--- src/rtl/mini_core_pkg.sv ---
/*
  Shared widths, RV32I encodings and the operation enum of mini_core.
  The values are fixed by the ISA subset and are not meant to be changed.
*/
`default_nettype none

package mini_core_pkg;

  // --------------------
  // Widths
  // --------------------
  localparam int unsigned XLEN       = 32;
  localparam int unsigned NR_REGS    = 32;
  localparam int unsigned REG_ADDR_W = 5;
  localparam int unsigned INSTR_W    = 32;

  // PC step per fetched word
  localparam int unsigned INSTR_BYTES = 4;

  // AXI4-Lite read response
  localparam logic [1:0] RESP_OKAY = 2'b00;

  // --------------------
  // Major opcodes
  // --------------------
  localparam logic [6:0] OPC_OP     = 7'b0110011;
  localparam logic [6:0] OPC_OP_IMM = 7'b0010011;
  localparam logic [6:0] OPC_LUI    = 7'b0110111;
  localparam logic [6:0] OPC_BRANCH = 7'b1100011;

  // funct3 and funct7 values of the supported subset
  localparam logic [2:0] F3_ADD_SUB = 3'b000;
  localparam logic [2:0] F3_XOR     = 3'b100;
  localparam logic [2:0] F3_OR      = 3'b110;
  localparam logic [2:0] F3_AND     = 3'b111;
  localparam logic [2:0] F3_BEQ     = 3'b000;
  localparam logic [2:0] F3_BNE     = 3'b001;
  localparam logic [6:0] F7_BASE    = 7'b0000000;
  localparam logic [6:0] F7_SUB     = 7'b0100000;

  // --------------------
  // Operations
  // --------------------
  typedef enum logic [3:0] {
    OP_ADD,
    OP_SUB,
    OP_AND,
    OP_OR,
    OP_XOR,
    OP_ADDI,
    OP_LUI,
    OP_BEQ,
    OP_BNE,
    OP_ILLEGAL
  } alu_op_e;

endpackage

`default_nettype wire

--- src/rtl/mini_core_regfile.sv ---
/*
  32 x 32-bit register file, two combinational reads and one write.
  x0 reads zero and ignores writes.
*/
`default_nettype none

module mini_core_regfile import mini_core_pkg::*; (
  input  logic                  clk_i,
  input  logic                  rst_ni,
  input  logic [REG_ADDR_W-1:0] raddr_a_i,
  input  logic [REG_ADDR_W-1:0] raddr_b_i,
  input  logic                  we_i,
  input  logic [REG_ADDR_W-1:0] waddr_i,
  input  logic [XLEN-1:0]       wdata_i,
  output logic [XLEN-1:0]       rdata_a_o,
  output logic [XLEN-1:0]       rdata_b_o
);

  logic [XLEN-1:0] regs_q [NR_REGS];

  always_ff @(posedge clk_i or negedge rst_ni) begin
    if (!rst_ni) begin
      for (int i = 0; i < NR_REGS; i++) begin
        regs_q[i] <= '0;
      end
    end else if (we_i && waddr_i != '0) begin
      regs_q[waddr_i] <= wdata_i;
    end
  end

  assign rdata_a_o = (raddr_a_i == '0) ? '0 : regs_q[raddr_a_i];
  assign rdata_b_o = (raddr_b_i == '0) ? '0 : regs_q[raddr_b_i];

endmodule

`default_nettype wire

--- src/rtl/mini_core_fetch.sv ---
/*
  Instruction fetch over the AXI4-Lite read channels, one read in flight.
  boot_addr_i is sampled once, in the first clock after reset.
  Decode is expected to take the buffer whenever no flush is active.
*/
`default_nettype none

module mini_core_fetch import mini_core_pkg::*; (
  input  logic               clk_i,
  input  logic               rst_ni,
  input  logic [XLEN-1:0]    boot_addr_i,
  // AXI4-Lite read, master side
  output logic [XLEN-1:0]    araddr_o,
  output logic               arvalid_o,
  input  logic               arready_i,
  input  logic [XLEN-1:0]    rdata_i,
  input  logic [1:0]         rresp_i,
  input  logic               rvalid_i,
  output logic               rready_o,
  // To decode
  output logic               fetch_valid_o,
  output logic [INSTR_W-1:0] fetch_instr_o,
  output logic [XLEN-1:0]    fetch_pc_o,
  output logic               fetch_err_o,
  input  logic               fetch_ready_i,
  // From execute
  input  logic               redirect_valid_i,
  input  logic [XLEN-1:0]    redirect_pc_i
);

  logic               run_q;
  logic [XLEN-1:0]    pc_q;
  logic               ar_hold_q;
  logic [XLEN-1:0]    ar_addr_q;
  logic               pend_q;
  logic [XLEN-1:0]    pend_pc_q;
  logic               discard_q;
  logic               buf_valid_q;
  logic [INSTR_W-1:0] buf_instr_q;
  logic [XLEN-1:0]    buf_pc_q;
  logic               buf_err_q;

  logic buf_free;
  logic ar_start;
  logic ar_fire;
  logic r_fire;

  // --------------------
  // Read request
  // --------------------
  // Buffer is free if empty or handed to decode this cycle
  assign buf_free  = !buf_valid_q || fetch_ready_i;
  assign ar_start  = run_q && !pend_q && !ar_hold_q && buf_free && !redirect_valid_i;
  // A presented address stays put until arready, even across a redirect
  assign arvalid_o = ar_hold_q || ar_start;
  assign araddr_o  = ar_hold_q ? ar_addr_q : pc_q;
  assign ar_fire   = arvalid_o && arready_i;

  assign rready_o  = pend_q;
  assign r_fire    = rvalid_i && pend_q;

  always_ff @(posedge clk_i or negedge rst_ni) begin
    if (!rst_ni) begin
      run_q       <= 1'b0;
      pc_q        <= '0;
      ar_hold_q   <= 1'b0;
      pend_q      <= 1'b0;
      discard_q   <= 1'b0;
      buf_valid_q <= 1'b0;
    end else begin
      run_q     <= 1'b1;
      ar_hold_q <= arvalid_o && !arready_i;

      if (ar_fire) begin
        pend_q <= 1'b1;
      end else if (r_fire) begin
        pend_q <= 1'b0;
      end

      // Stale request accepted late must not advance the PC
      if (!run_q) begin
        pc_q <= boot_addr_i;
      end else if (redirect_valid_i) begin
        pc_q <= redirect_pc_i;
      end else if (ar_fire && !discard_q) begin
        pc_q <= araddr_o + XLEN'(INSTR_BYTES);
      end

      // Mark the read that is still on the bus as wrong path
      if (redirect_valid_i) begin
        discard_q <= (pend_q && !rvalid_i) || ar_hold_q;
      end else if (r_fire) begin
        discard_q <= 1'b0;
      end

      if (redirect_valid_i) begin
        buf_valid_q <= 1'b0;
      end else if (r_fire && !discard_q) begin
        buf_valid_q <= 1'b1;
      end else if (fetch_ready_i) begin
        buf_valid_q <= 1'b0;
      end
    end
  end

  // Payload
  always_ff @(posedge clk_i) begin
    ar_addr_q <= araddr_o;
    if (ar_fire) begin
      pend_pc_q <= araddr_o;
    end
    if (r_fire) begin
      buf_instr_q <= rdata_i;
      buf_pc_q    <= pend_pc_q;
      buf_err_q   <= (rresp_i != RESP_OKAY);
    end
  end

  assign fetch_valid_o = buf_valid_q;
  assign fetch_instr_o = buf_instr_q;
  assign fetch_pc_o    = buf_pc_q;
  assign fetch_err_o   = buf_err_q;

endmodule

`default_nettype wire

--- src/rtl/mini_core_decode.sv ---
/*
  Decode stage register. Unsupported encodings and fetch errors become
  OP_ILLEGAL. rd reads as zero for branches and illegal words.
*/
`default_nettype none

module mini_core_decode import mini_core_pkg::*; (
  input  logic                  clk_i,
  input  logic                  rst_ni,
  input  logic                  fetch_valid_i,
  input  logic [INSTR_W-1:0]    fetch_instr_i,
  input  logic [XLEN-1:0]       fetch_pc_i,
  input  logic                  fetch_err_i,
  input  logic                  flush_i,
  output logic                  fetch_ready_o,
  output logic                  dec_valid_o,
  output alu_op_e               dec_op_o,
  output logic [REG_ADDR_W-1:0] dec_rd_o,
  output logic [REG_ADDR_W-1:0] dec_rs1_o,
  output logic [REG_ADDR_W-1:0] dec_rs2_o,
  output logic [XLEN-1:0]       dec_imm_o,
  output logic [XLEN-1:0]       dec_pc_o
);

  logic [6:0] opcode;
  logic [2:0] funct3;
  logic [6:0] funct7;

  alu_op_e         op_d;
  logic [XLEN-1:0] imm_d;
  logic            take;

  logic                  valid_q;
  alu_op_e               op_q;
  logic [REG_ADDR_W-1:0] rd_q;
  logic [REG_ADDR_W-1:0] rs1_q;
  logic [REG_ADDR_W-1:0] rs2_q;
  logic [XLEN-1:0]       imm_q;
  logic [XLEN-1:0]       pc_q;

  // Execute never stalls, so only a flush holds fetch off
  assign fetch_ready_o = !flush_i;
  assign take          = fetch_valid_i && fetch_ready_o;

  assign opcode = fetch_instr_i[6:0];
  assign funct3 = fetch_instr_i[14:12];
  assign funct7 = fetch_instr_i[31:25];

  // --------------------
  // Operation decode
  // --------------------
  always_comb begin
    op_d  = OP_ILLEGAL;
    imm_d = '0;
    case (opcode)
      OPC_OP: begin
        if (funct7 == F7_BASE) begin
          case (funct3)
            F3_ADD_SUB: op_d = OP_ADD;
            F3_XOR:     op_d = OP_XOR;
            F3_OR:      op_d = OP_OR;
            F3_AND:     op_d = OP_AND;
            default:    op_d = OP_ILLEGAL;
          endcase
        end else if (funct7 == F7_SUB && funct3 == F3_ADD_SUB) begin
          op_d = OP_SUB;
        end
      end
      OPC_OP_IMM: begin
        if (funct3 == F3_ADD_SUB) begin
          op_d = OP_ADDI;
        end
        imm_d = {{20{fetch_instr_i[31]}}, fetch_instr_i[31:20]};
      end
      OPC_LUI: begin
        op_d  = OP_LUI;
        imm_d = {fetch_instr_i[31:12], 12'b0};
      end
      OPC_BRANCH: begin
        if (funct3 == F3_BEQ) begin
          op_d = OP_BEQ;
        end else if (funct3 == F3_BNE) begin
          op_d = OP_BNE;
        end
        // B-type offset, bit 0 always zero
        imm_d = {{20{fetch_instr_i[31]}}, fetch_instr_i[7], fetch_instr_i[30:25],
                 fetch_instr_i[11:8], 1'b0};
      end
      default: op_d = OP_ILLEGAL;
    endcase
    // Bad bus response overrides whatever the word looks like
    if (fetch_err_i) begin
      op_d = OP_ILLEGAL;
    end
  end

  always_ff @(posedge clk_i or negedge rst_ni) begin
    if (!rst_ni) begin
      valid_q <= 1'b0;
    end else begin
      valid_q <= take;
    end
  end

  always_ff @(posedge clk_i) begin
    if (take) begin
      op_q  <= op_d;
      rd_q  <= (op_d == OP_BEQ || op_d == OP_BNE || op_d == OP_ILLEGAL) ?
               '0 : fetch_instr_i[11:7];
      rs1_q <= fetch_instr_i[19:15];
      rs2_q <= fetch_instr_i[24:20];
      imm_q <= imm_d;
      pc_q  <= fetch_pc_i;
    end
  end

  assign dec_valid_o = valid_q;
  assign dec_op_o    = op_q;
  assign dec_rd_o    = rd_q;
  assign dec_rs1_o   = rs1_q;
  assign dec_rs2_o   = rs2_q;
  assign dec_imm_o   = imm_q;
  assign dec_pc_o    = pc_q;

endmodule

`default_nettype wire

--- src/rtl/mini_core_execute.sv ---
/*
  Combinational execute and commit. Every valid decode entry retires in
  the cycle it is presented. A taken branch raises a one-cycle redirect.
*/
`default_nettype none

module mini_core_execute import mini_core_pkg::*; (
  input  logic                  dec_valid_i,
  input  alu_op_e               dec_op_i,
  input  logic [REG_ADDR_W-1:0] dec_rd_i,
  input  logic [REG_ADDR_W-1:0] dec_rs1_i,
  input  logic [REG_ADDR_W-1:0] dec_rs2_i,
  input  logic [XLEN-1:0]       dec_imm_i,
  input  logic [XLEN-1:0]       dec_pc_i,
  // Register file
  output logic [REG_ADDR_W-1:0] rs1_addr_o,
  output logic [REG_ADDR_W-1:0] rs2_addr_o,
  input  logic [XLEN-1:0]       rs1_data_i,
  input  logic [XLEN-1:0]       rs2_data_i,
  output logic                  rf_we_o,
  output logic [REG_ADDR_W-1:0] rf_waddr_o,
  output logic [XLEN-1:0]       rf_wdata_o,
  // Flush of younger state
  output logic                  redirect_valid_o,
  output logic [XLEN-1:0]       redirect_pc_o,
  // Commit port
  output logic                  commit_valid_o,
  output logic [XLEN-1:0]       commit_pc_o,
  output logic [REG_ADDR_W-1:0] commit_rd_o,
  output logic                  commit_we_o,
  output logic [XLEN-1:0]       commit_wdata_o,
  output logic                  commit_illegal_o
);

  logic [XLEN-1:0] result;
  logic            writes_rd;
  logic            taken;

  assign rs1_addr_o = dec_rs1_i;
  assign rs2_addr_o = dec_rs2_i;

  // --------------------
  // ALU and compare
  // --------------------
  always_comb begin
    result    = '0;
    writes_rd = 1'b1;
    taken     = 1'b0;
    case (dec_op_i)
      OP_ADD:  result = rs1_data_i + rs2_data_i;
      OP_SUB:  result = rs1_data_i - rs2_data_i;
      OP_AND:  result = rs1_data_i & rs2_data_i;
      OP_OR:   result = rs1_data_i | rs2_data_i;
      OP_XOR:  result = rs1_data_i ^ rs2_data_i;
      OP_ADDI: result = rs1_data_i + dec_imm_i;
      OP_LUI:  result = dec_imm_i;
      OP_BEQ: begin
        writes_rd = 1'b0;
        taken     = (rs1_data_i == rs2_data_i);
      end
      OP_BNE: begin
        writes_rd = 1'b0;
        taken     = (rs1_data_i != rs2_data_i);
      end
      default: writes_rd = 1'b0;
    endcase
  end

  // Write-back, x0 never written
  assign rf_we_o    = dec_valid_i && writes_rd && (dec_rd_i != '0);
  assign rf_waddr_o = dec_rd_i;
  assign rf_wdata_o = result;

  assign redirect_valid_o = dec_valid_i && taken;
  assign redirect_pc_o    = dec_pc_i + dec_imm_i;

  // --------------------
  // Commit port
  // --------------------
  assign commit_valid_o   = dec_valid_i;
  assign commit_pc_o      = dec_pc_i;
  assign commit_rd_o      = dec_rd_i;
  assign commit_we_o      = rf_we_o;
  assign commit_wdata_o   = result;
  assign commit_illegal_o = dec_valid_i && (dec_op_i == OP_ILLEGAL);

endmodule

`default_nettype wire

--- src/rtl/mini_core.sv ---
/*
  mini_core top level. Instruction fetch only, over AXI4-Lite read.
  The commit port reports one retired instruction per cycle at most.
*/
`default_nettype none

module mini_core import mini_core_pkg::*; (
  input  logic                  clk_i,
  input  logic                  rst_ni,
  input  logic [XLEN-1:0]       boot_addr_i,
  // AXI4-Lite read, master side
  output logic [XLEN-1:0]       araddr_o,
  output logic                  arvalid_o,
  input  logic                  arready_i,
  input  logic [XLEN-1:0]       rdata_i,
  input  logic [1:0]            rresp_i,
  input  logic                  rvalid_i,
  output logic                  rready_o,
  // Commit port
  output logic                  commit_valid_o,
  output logic [XLEN-1:0]       commit_pc_o,
  output logic [REG_ADDR_W-1:0] commit_rd_o,
  output logic                  commit_we_o,
  output logic [XLEN-1:0]       commit_wdata_o,
  output logic                  commit_illegal_o
);

  // Fetch to decode
  logic               fetch_valid;
  logic               fetch_ready;
  logic [INSTR_W-1:0] fetch_instr;
  logic [XLEN-1:0]    fetch_pc;
  logic               fetch_err;

  // Decode to execute
  logic                  dec_valid;
  alu_op_e               dec_op;
  logic [REG_ADDR_W-1:0] dec_rd;
  logic [REG_ADDR_W-1:0] dec_rs1;
  logic [REG_ADDR_W-1:0] dec_rs2;
  logic [XLEN-1:0]       dec_imm;
  logic [XLEN-1:0]       dec_pc;

  // Execute and register file
  logic [REG_ADDR_W-1:0] rs1_addr;
  logic [REG_ADDR_W-1:0] rs2_addr;
  logic [XLEN-1:0]       rs1_data;
  logic [XLEN-1:0]       rs2_data;
  logic                  rf_we;
  logic [REG_ADDR_W-1:0] rf_waddr;
  logic [XLEN-1:0]       rf_wdata;

  // Taken branch flush
  logic            redirect_valid;
  logic [XLEN-1:0] redirect_pc;

  mini_core_fetch i_fetch (
    .clk_i            ( clk_i          ),
    .rst_ni           ( rst_ni         ),
    .boot_addr_i      ( boot_addr_i    ),
    .araddr_o         ( araddr_o       ),
    .arvalid_o        ( arvalid_o      ),
    .arready_i        ( arready_i      ),
    .rdata_i          ( rdata_i        ),
    .rresp_i          ( rresp_i        ),
    .rvalid_i         ( rvalid_i       ),
    .rready_o         ( rready_o       ),
    .fetch_valid_o    ( fetch_valid    ),
    .fetch_instr_o    ( fetch_instr    ),
    .fetch_pc_o       ( fetch_pc       ),
    .fetch_err_o      ( fetch_err      ),
    .fetch_ready_i    ( fetch_ready    ),
    .redirect_valid_i ( redirect_valid ),
    .redirect_pc_i    ( redirect_pc    )
  );

  mini_core_decode i_decode (
    .clk_i         ( clk_i          ),
    .rst_ni        ( rst_ni         ),
    .fetch_valid_i ( fetch_valid    ),
    .fetch_instr_i ( fetch_instr    ),
    .fetch_pc_i    ( fetch_pc       ),
    .fetch_err_i   ( fetch_err      ),
    .flush_i       ( redirect_valid ),
    .fetch_ready_o ( fetch_ready    ),
    .dec_valid_o   ( dec_valid      ),
    .dec_op_o      ( dec_op         ),
    .dec_rd_o      ( dec_rd         ),
    .dec_rs1_o     ( dec_rs1        ),
    .dec_rs2_o     ( dec_rs2        ),
    .dec_imm_o     ( dec_imm        ),
    .dec_pc_o      ( dec_pc         )
  );

  mini_core_regfile i_regfile (
    .clk_i     ( clk_i    ),
    .rst_ni    ( rst_ni   ),
    .raddr_a_i ( rs1_addr ),
    .raddr_b_i ( rs2_addr ),
    .we_i      ( rf_we    ),
    .waddr_i   ( rf_waddr ),
    .wdata_i   ( rf_wdata ),
    .rdata_a_o ( rs1_data ),
    .rdata_b_o ( rs2_data )
  );

  mini_core_execute i_execute (
    .dec_valid_i      ( dec_valid        ),
    .dec_op_i         ( dec_op           ),
    .dec_rd_i         ( dec_rd           ),
    .dec_rs1_i        ( dec_rs1          ),
    .dec_rs2_i        ( dec_rs2          ),
    .dec_imm_i        ( dec_imm          ),
    .dec_pc_i         ( dec_pc           ),
    .rs1_addr_o       ( rs1_addr         ),
    .rs2_addr_o       ( rs2_addr         ),
    .rs1_data_i       ( rs1_data         ),
    .rs2_data_i       ( rs2_data         ),
    .rf_we_o          ( rf_we            ),
    .rf_waddr_o       ( rf_waddr         ),
    .rf_wdata_o       ( rf_wdata         ),
    .redirect_valid_o ( redirect_valid   ),
    .redirect_pc_o    ( redirect_pc      ),
    .commit_valid_o   ( commit_valid_o   ),
    .commit_pc_o      ( commit_pc_o      ),
    .commit_rd_o      ( commit_rd_o      ),
    .commit_we_o      ( commit_we_o      ),
    .commit_wdata_o   ( commit_wdata_o   ),
    .commit_illegal_o ( commit_illegal_o )
  );

endmodule

`default_nettype wire

--- config.mk ---
export PLATFORM = sky130hd
export DESIGN_NAME = mini_core
export DESIGN_NICKNAME = d
export VERILOG_FILES = /design/src/rtl/mini_core_pkg.sv /design/src/rtl/mini_core_regfile.sv /design/src/rtl/mini_core_fetch.sv /design/src/rtl/mini_core_decode.sv /design/src/rtl/mini_core_execute.sv /design/src/rtl/mini_core.sv
export SDC_FILE = /design/constraint.sdc
export NUM_CORES = 2
export LEC_CHECK = 0
export BUFFER_PORTS_ARGS = -buffer_cell sky130_fd_sc_hd__buf_4
export CAP_MARGIN = 5
export CORE_ASPECT_RATIO = 0.9
export CORE_UTILIZATION = 42
export CTS_BUF_LIST = sky130_fd_sc_hd__clkbuf_4
export DETAILED_ROUTE_END_ITERATION = 8
export GPL_ROUTABILITY_DRIVEN = 1
export SLEW_MARGIN = 10
export SYNTH_ARGS = -nofsm -noshare
export SYNTH_HDL_FRONTEND = slang
export SYNTH_SLANG_ARGS = --single-unit
--- constraint.sdc ---
create_clock -name clk_i -period 19.6 [get_ports clk_i]
set_clock_uncertainty 0.1 [all_clocks]
set_input_delay 1.96 -clock clk_i [delete_from_list [all_inputs] [get_ports clk_i]]
set_output_delay 1.96 -clock clk_i [all_outputs]
set_load 0.005 [all_outputs]
==> flow_summary.toml <==
[run_status]
status = "complete, no violations"

[synth]
synth_cell_types = 89
syn-cell-area_sq_mm = 0.0698
synth_edf_count = 180
synth_top_area_cell = "dfrtp_1"
ys_ff_latch = 1274
synth_nets = 6568
syn_inst = 6337
yosys.area.top_type_share_pct = 38.1
yosys_warnings = 0
ys.flop_type = "dfrtp_1"
synth_area_leaders = "dfrtp_1, mux4_2, edfxtp_1"
synthArstFlopShare_pct = 83.4
syn_avg_cell_area_sq_um = 11.0
synth-seq-area-share_pct = 46.7

[clocking]
htree_levels = 5
cts_max_path_buffers = 4
post_cts_buffers = 0
path_clk_slew_ps = 70
root_buffer = "clkbuf_4"
cts_tree = "done"
cts-resized-gates = 0
numCtsBuffers = 358
clk_latency_ps = 1380
cts_hold_buf = 0
cts.sinks = 1274

[min_path]
hp-class = "reg -> reg"
hp-start = "i_fetch.pend_pc_q[0]$_DFFE_PP_"
holdPathStages = 0
hold_path_end = "i_fetch.fetch_pc_o[0]$_DFFE_PP_"

[setup_path]
endpoint_kind = "output pin"
required_ps = 17540
worstPathArrival_ps = 9570
cp-start-kind = "flip-flop"
worstSetupPathType = "reg -> out"
reg2reg_from = "i_decode.dec_rs2_o[0]$_DFFE_PP_"
rr_endpoint = "i_fetch.pc_q[18]$_DFFE_PN0P_"
path_max_fanout = 44
worst-r2r-setup-slack_ps = 10730
reg2reg_depth = 17

[floorplan]
start_util_pct = 42.4
die_h_um = 389
ios = 176
core-area_sq_mm = 0.165
die_w_um = 432
num_rows = 141
fp.dieArea_sq_mm = 0.168

[drt]
wl_um = 242000
drt_iter0_drc = 5884
post_drt_wl_per_cell_um = 27.2
antenna_left = 0
drtPass1Iterations = 6
viasPerCell = 6.05
drc = 0
vias = 53900

[power_and_ir_drop]
p_comb_share_pct = 14.0
p_int_mw = 4.42
irDropWorstVdd_mv = 0.0777
powerDensity_mw_per_mm2 = 80.1
p_total_mw = 6.23
swShare_pct = 28.9
p_sw_mw = 1.80
p_leak_nw = 33.9
p_seq_share_pct = 47.0
p_clk_share_pct = 39.0

[sta]
slew_headroom_pct = 11.8
finalCriticalPeriod_ps = 11630
period_share_pct = 59.4
worstMarginPinSlew_ps = 1310
fin_setup_tns_ps = 0
hold_violations = 0
fmax_mhz = 86.0
drv_slew = 0
rsz0062_at_grt = "false"
setup_viol = 0

[final_layout]
areaGrowthSynthToFinish_pct = 11.3
layout-drive-gt1-share_pct = 24.2
fin_util_pct = 47.2
finalNonFillerCells = 8908
nFillCells = 15200
layout.area.seq_sq_mm = 0.0326
finalNetCount = 6669
multi_input_area_sq_mm = 0.0348

[placement]
port_buffers = 175
placed_cells = 8294
gp_congestion = 1.01
dp_hpwl_um = 147000

[job]
cap_violations = 0

[global_route]
grt_pass1_vias = 52500
gr-total-overflow = 0
grt_max_degree = 172
antenna_found_initial = 14
grtUsageTotal_pct = 28.7
grt_pass1_wl_um = 354000
[cells in the mapped netlist (57+ instances only)]
cell and instances:
nor2_1 782, edfxtp_1 180, a21oi_1 734, buf_2 57, mux2i_1 127, mux2_2 106, inv_1 153, xnor2_1 58
nand2_1 509, o21ai_0 459, mux4_2 530, a21o_1 93, ha_1 158, dfrtp_1 1062, nand2b_1 70, clkbuf_1 466
[metal layers]
layer  vias up  wire (um)  GRT usage, %
met5         -         28             0
met2      2605     110000          43.1
met1     27200      99700          39.8
li1      23500          -             -
met4         4      10900          13.6
met3       548      21500          5.99
[how the worst max path moves through the flow]
stage | from | end | slack, ps | cells after the start
after floorplan | i_decode.dec_rs1_o[0]$_DFFE_PP_ | commit_wdata_o[14] | 12030 | 21
after global placement | i_decode.dec_rs1_o[0]$_DFFE_PP_ | commit_wdata_o[30] | 9380 | 18
after detailed placement | i_decode.dec_rs1_o[0]$_DFFE_PP_ | commit_wdata_o[30] | 9350 | 20
after CTS | i_decode.dec_rs1_o[0]$_DFFE_PP_ | commit_wdata_o[30] | 7870 | 20
after global routing | i_decode.dec_rs1_o[0]$_DFFE_PP_ | commit_wdata_o[30] | 7420 | 20
final | i_decode.dec_rs1_o[0]$_DFFE_PP_ | commit_wdata_o[30] | 7970 | 18
[state kept, by name (all words and copies together), names as in the netlist, 4 cells and up]
register	count
i_decode.dec_rs2_o	5
i_decode.dec_op_o	4
i_regfile.regs_q	1024
i_fetch.pend_pc_q	32
i_decode.dec_rd_o	5
i_decode.dec_pc_o	32
i_fetch.pc_q	32
i_fetch.ar_addr_q	32
i_fetch.fetch_pc_o	32
i_decode.dec_imm_o	32
i_fetch.fetch_instr_o	32
i_decode.dec_rs1_o	5
[per-stage QoR]
step / worst slack (ps) / instance area [sq um] / hold slack [ps]
floorplan: 12030 / 69800 / 300
global placement: 9380 / 73300 / 280
detailed placement: 9350 / 73300 / 285
CTS: 7870 / 77700 / 276
global route: 7420 / 77700 / 309
finish: 7970 / 77700 / 283
[layout by cell type (no fill, tap or decap), types with 38 or more instances in the layout]
cell type  count
clkbuf_4     497
edfxtp_1     180
o22ai_1       38
nand2b_1      69
clkinv_1      76
inv_1        152
mux4_2       530
a31oi_1       43
xnor2_1       58
nand3_1       38
a21o_1        93
dfrtp_1     1061
mux2_2       106
a21oi_1      725
a221oi_1      43
ha_1         158
mux2i_1      127
nand2_1      503
buf_4        310
o21ai_0      459
nor2_1       758
[area by class of cell]
| cell class | count | share of cell area, % |
|---|---|---|
| clock buffer | 497 | 4.80 |
| tap | 2216 | 3.57 |
| sequential | 1274 | 42.0 |
| multi-input combinational | 4330 | 44.8 |
| clock inverter | 109 | 0.797 |
| inverter | 154 | 0.744 |
| timing repair buffer | 320 | 3.25 |
| antenna | 8 | 0.0258 |
[critical path, cell delays in order (launching register included)]
cell	delay (ps)
edfxtp_1	1110
buf_4	750
buf_4	850
mux4_2	610
mux4_2	500
nand2b_1	90
a21o_1	370
inv_1	170
ha_1	400
nand2_1	90
o21ai_0	400
a311oi_1	210
a211oi_1	380
nor2_1	90
a221oi_1	320
o21ai_0	180
a31oi_4	890
inv_1	450
buf_4	280
[power by group through the flow]
| stage | logic (mW) | clock network [mW] | registers (mW) |
|---|---|---|---|
| finish | 0.873 | 2.43 | 2.92 |
| global route | 0.937 | 2.62 | 2.94 |
| CTS | 0.868 | 2.48 | 2.92 |
| detailed placement | 0.864 | 0 | 2.97 |
| global placement | 0.856 | 0 | 2.97 |
| floorplan | 0.553 | 0 | 2.93 |
[kinds of logic after synthesis]
kind of cell,count (synthesis),share of synthesized area (%)
and+or+nand+nor,1612,9.88
AOI/OAI and AO/OA,1673,13.9
DFF,1274,46.7
xor gates and xnor gates,91,1.14
other,1,0.00537
muxes,792,21.3
adders and majority gates,161,2.92
buffers and inverters,733,4.17
Note: power is estimated with default switching activity, not from simulation.
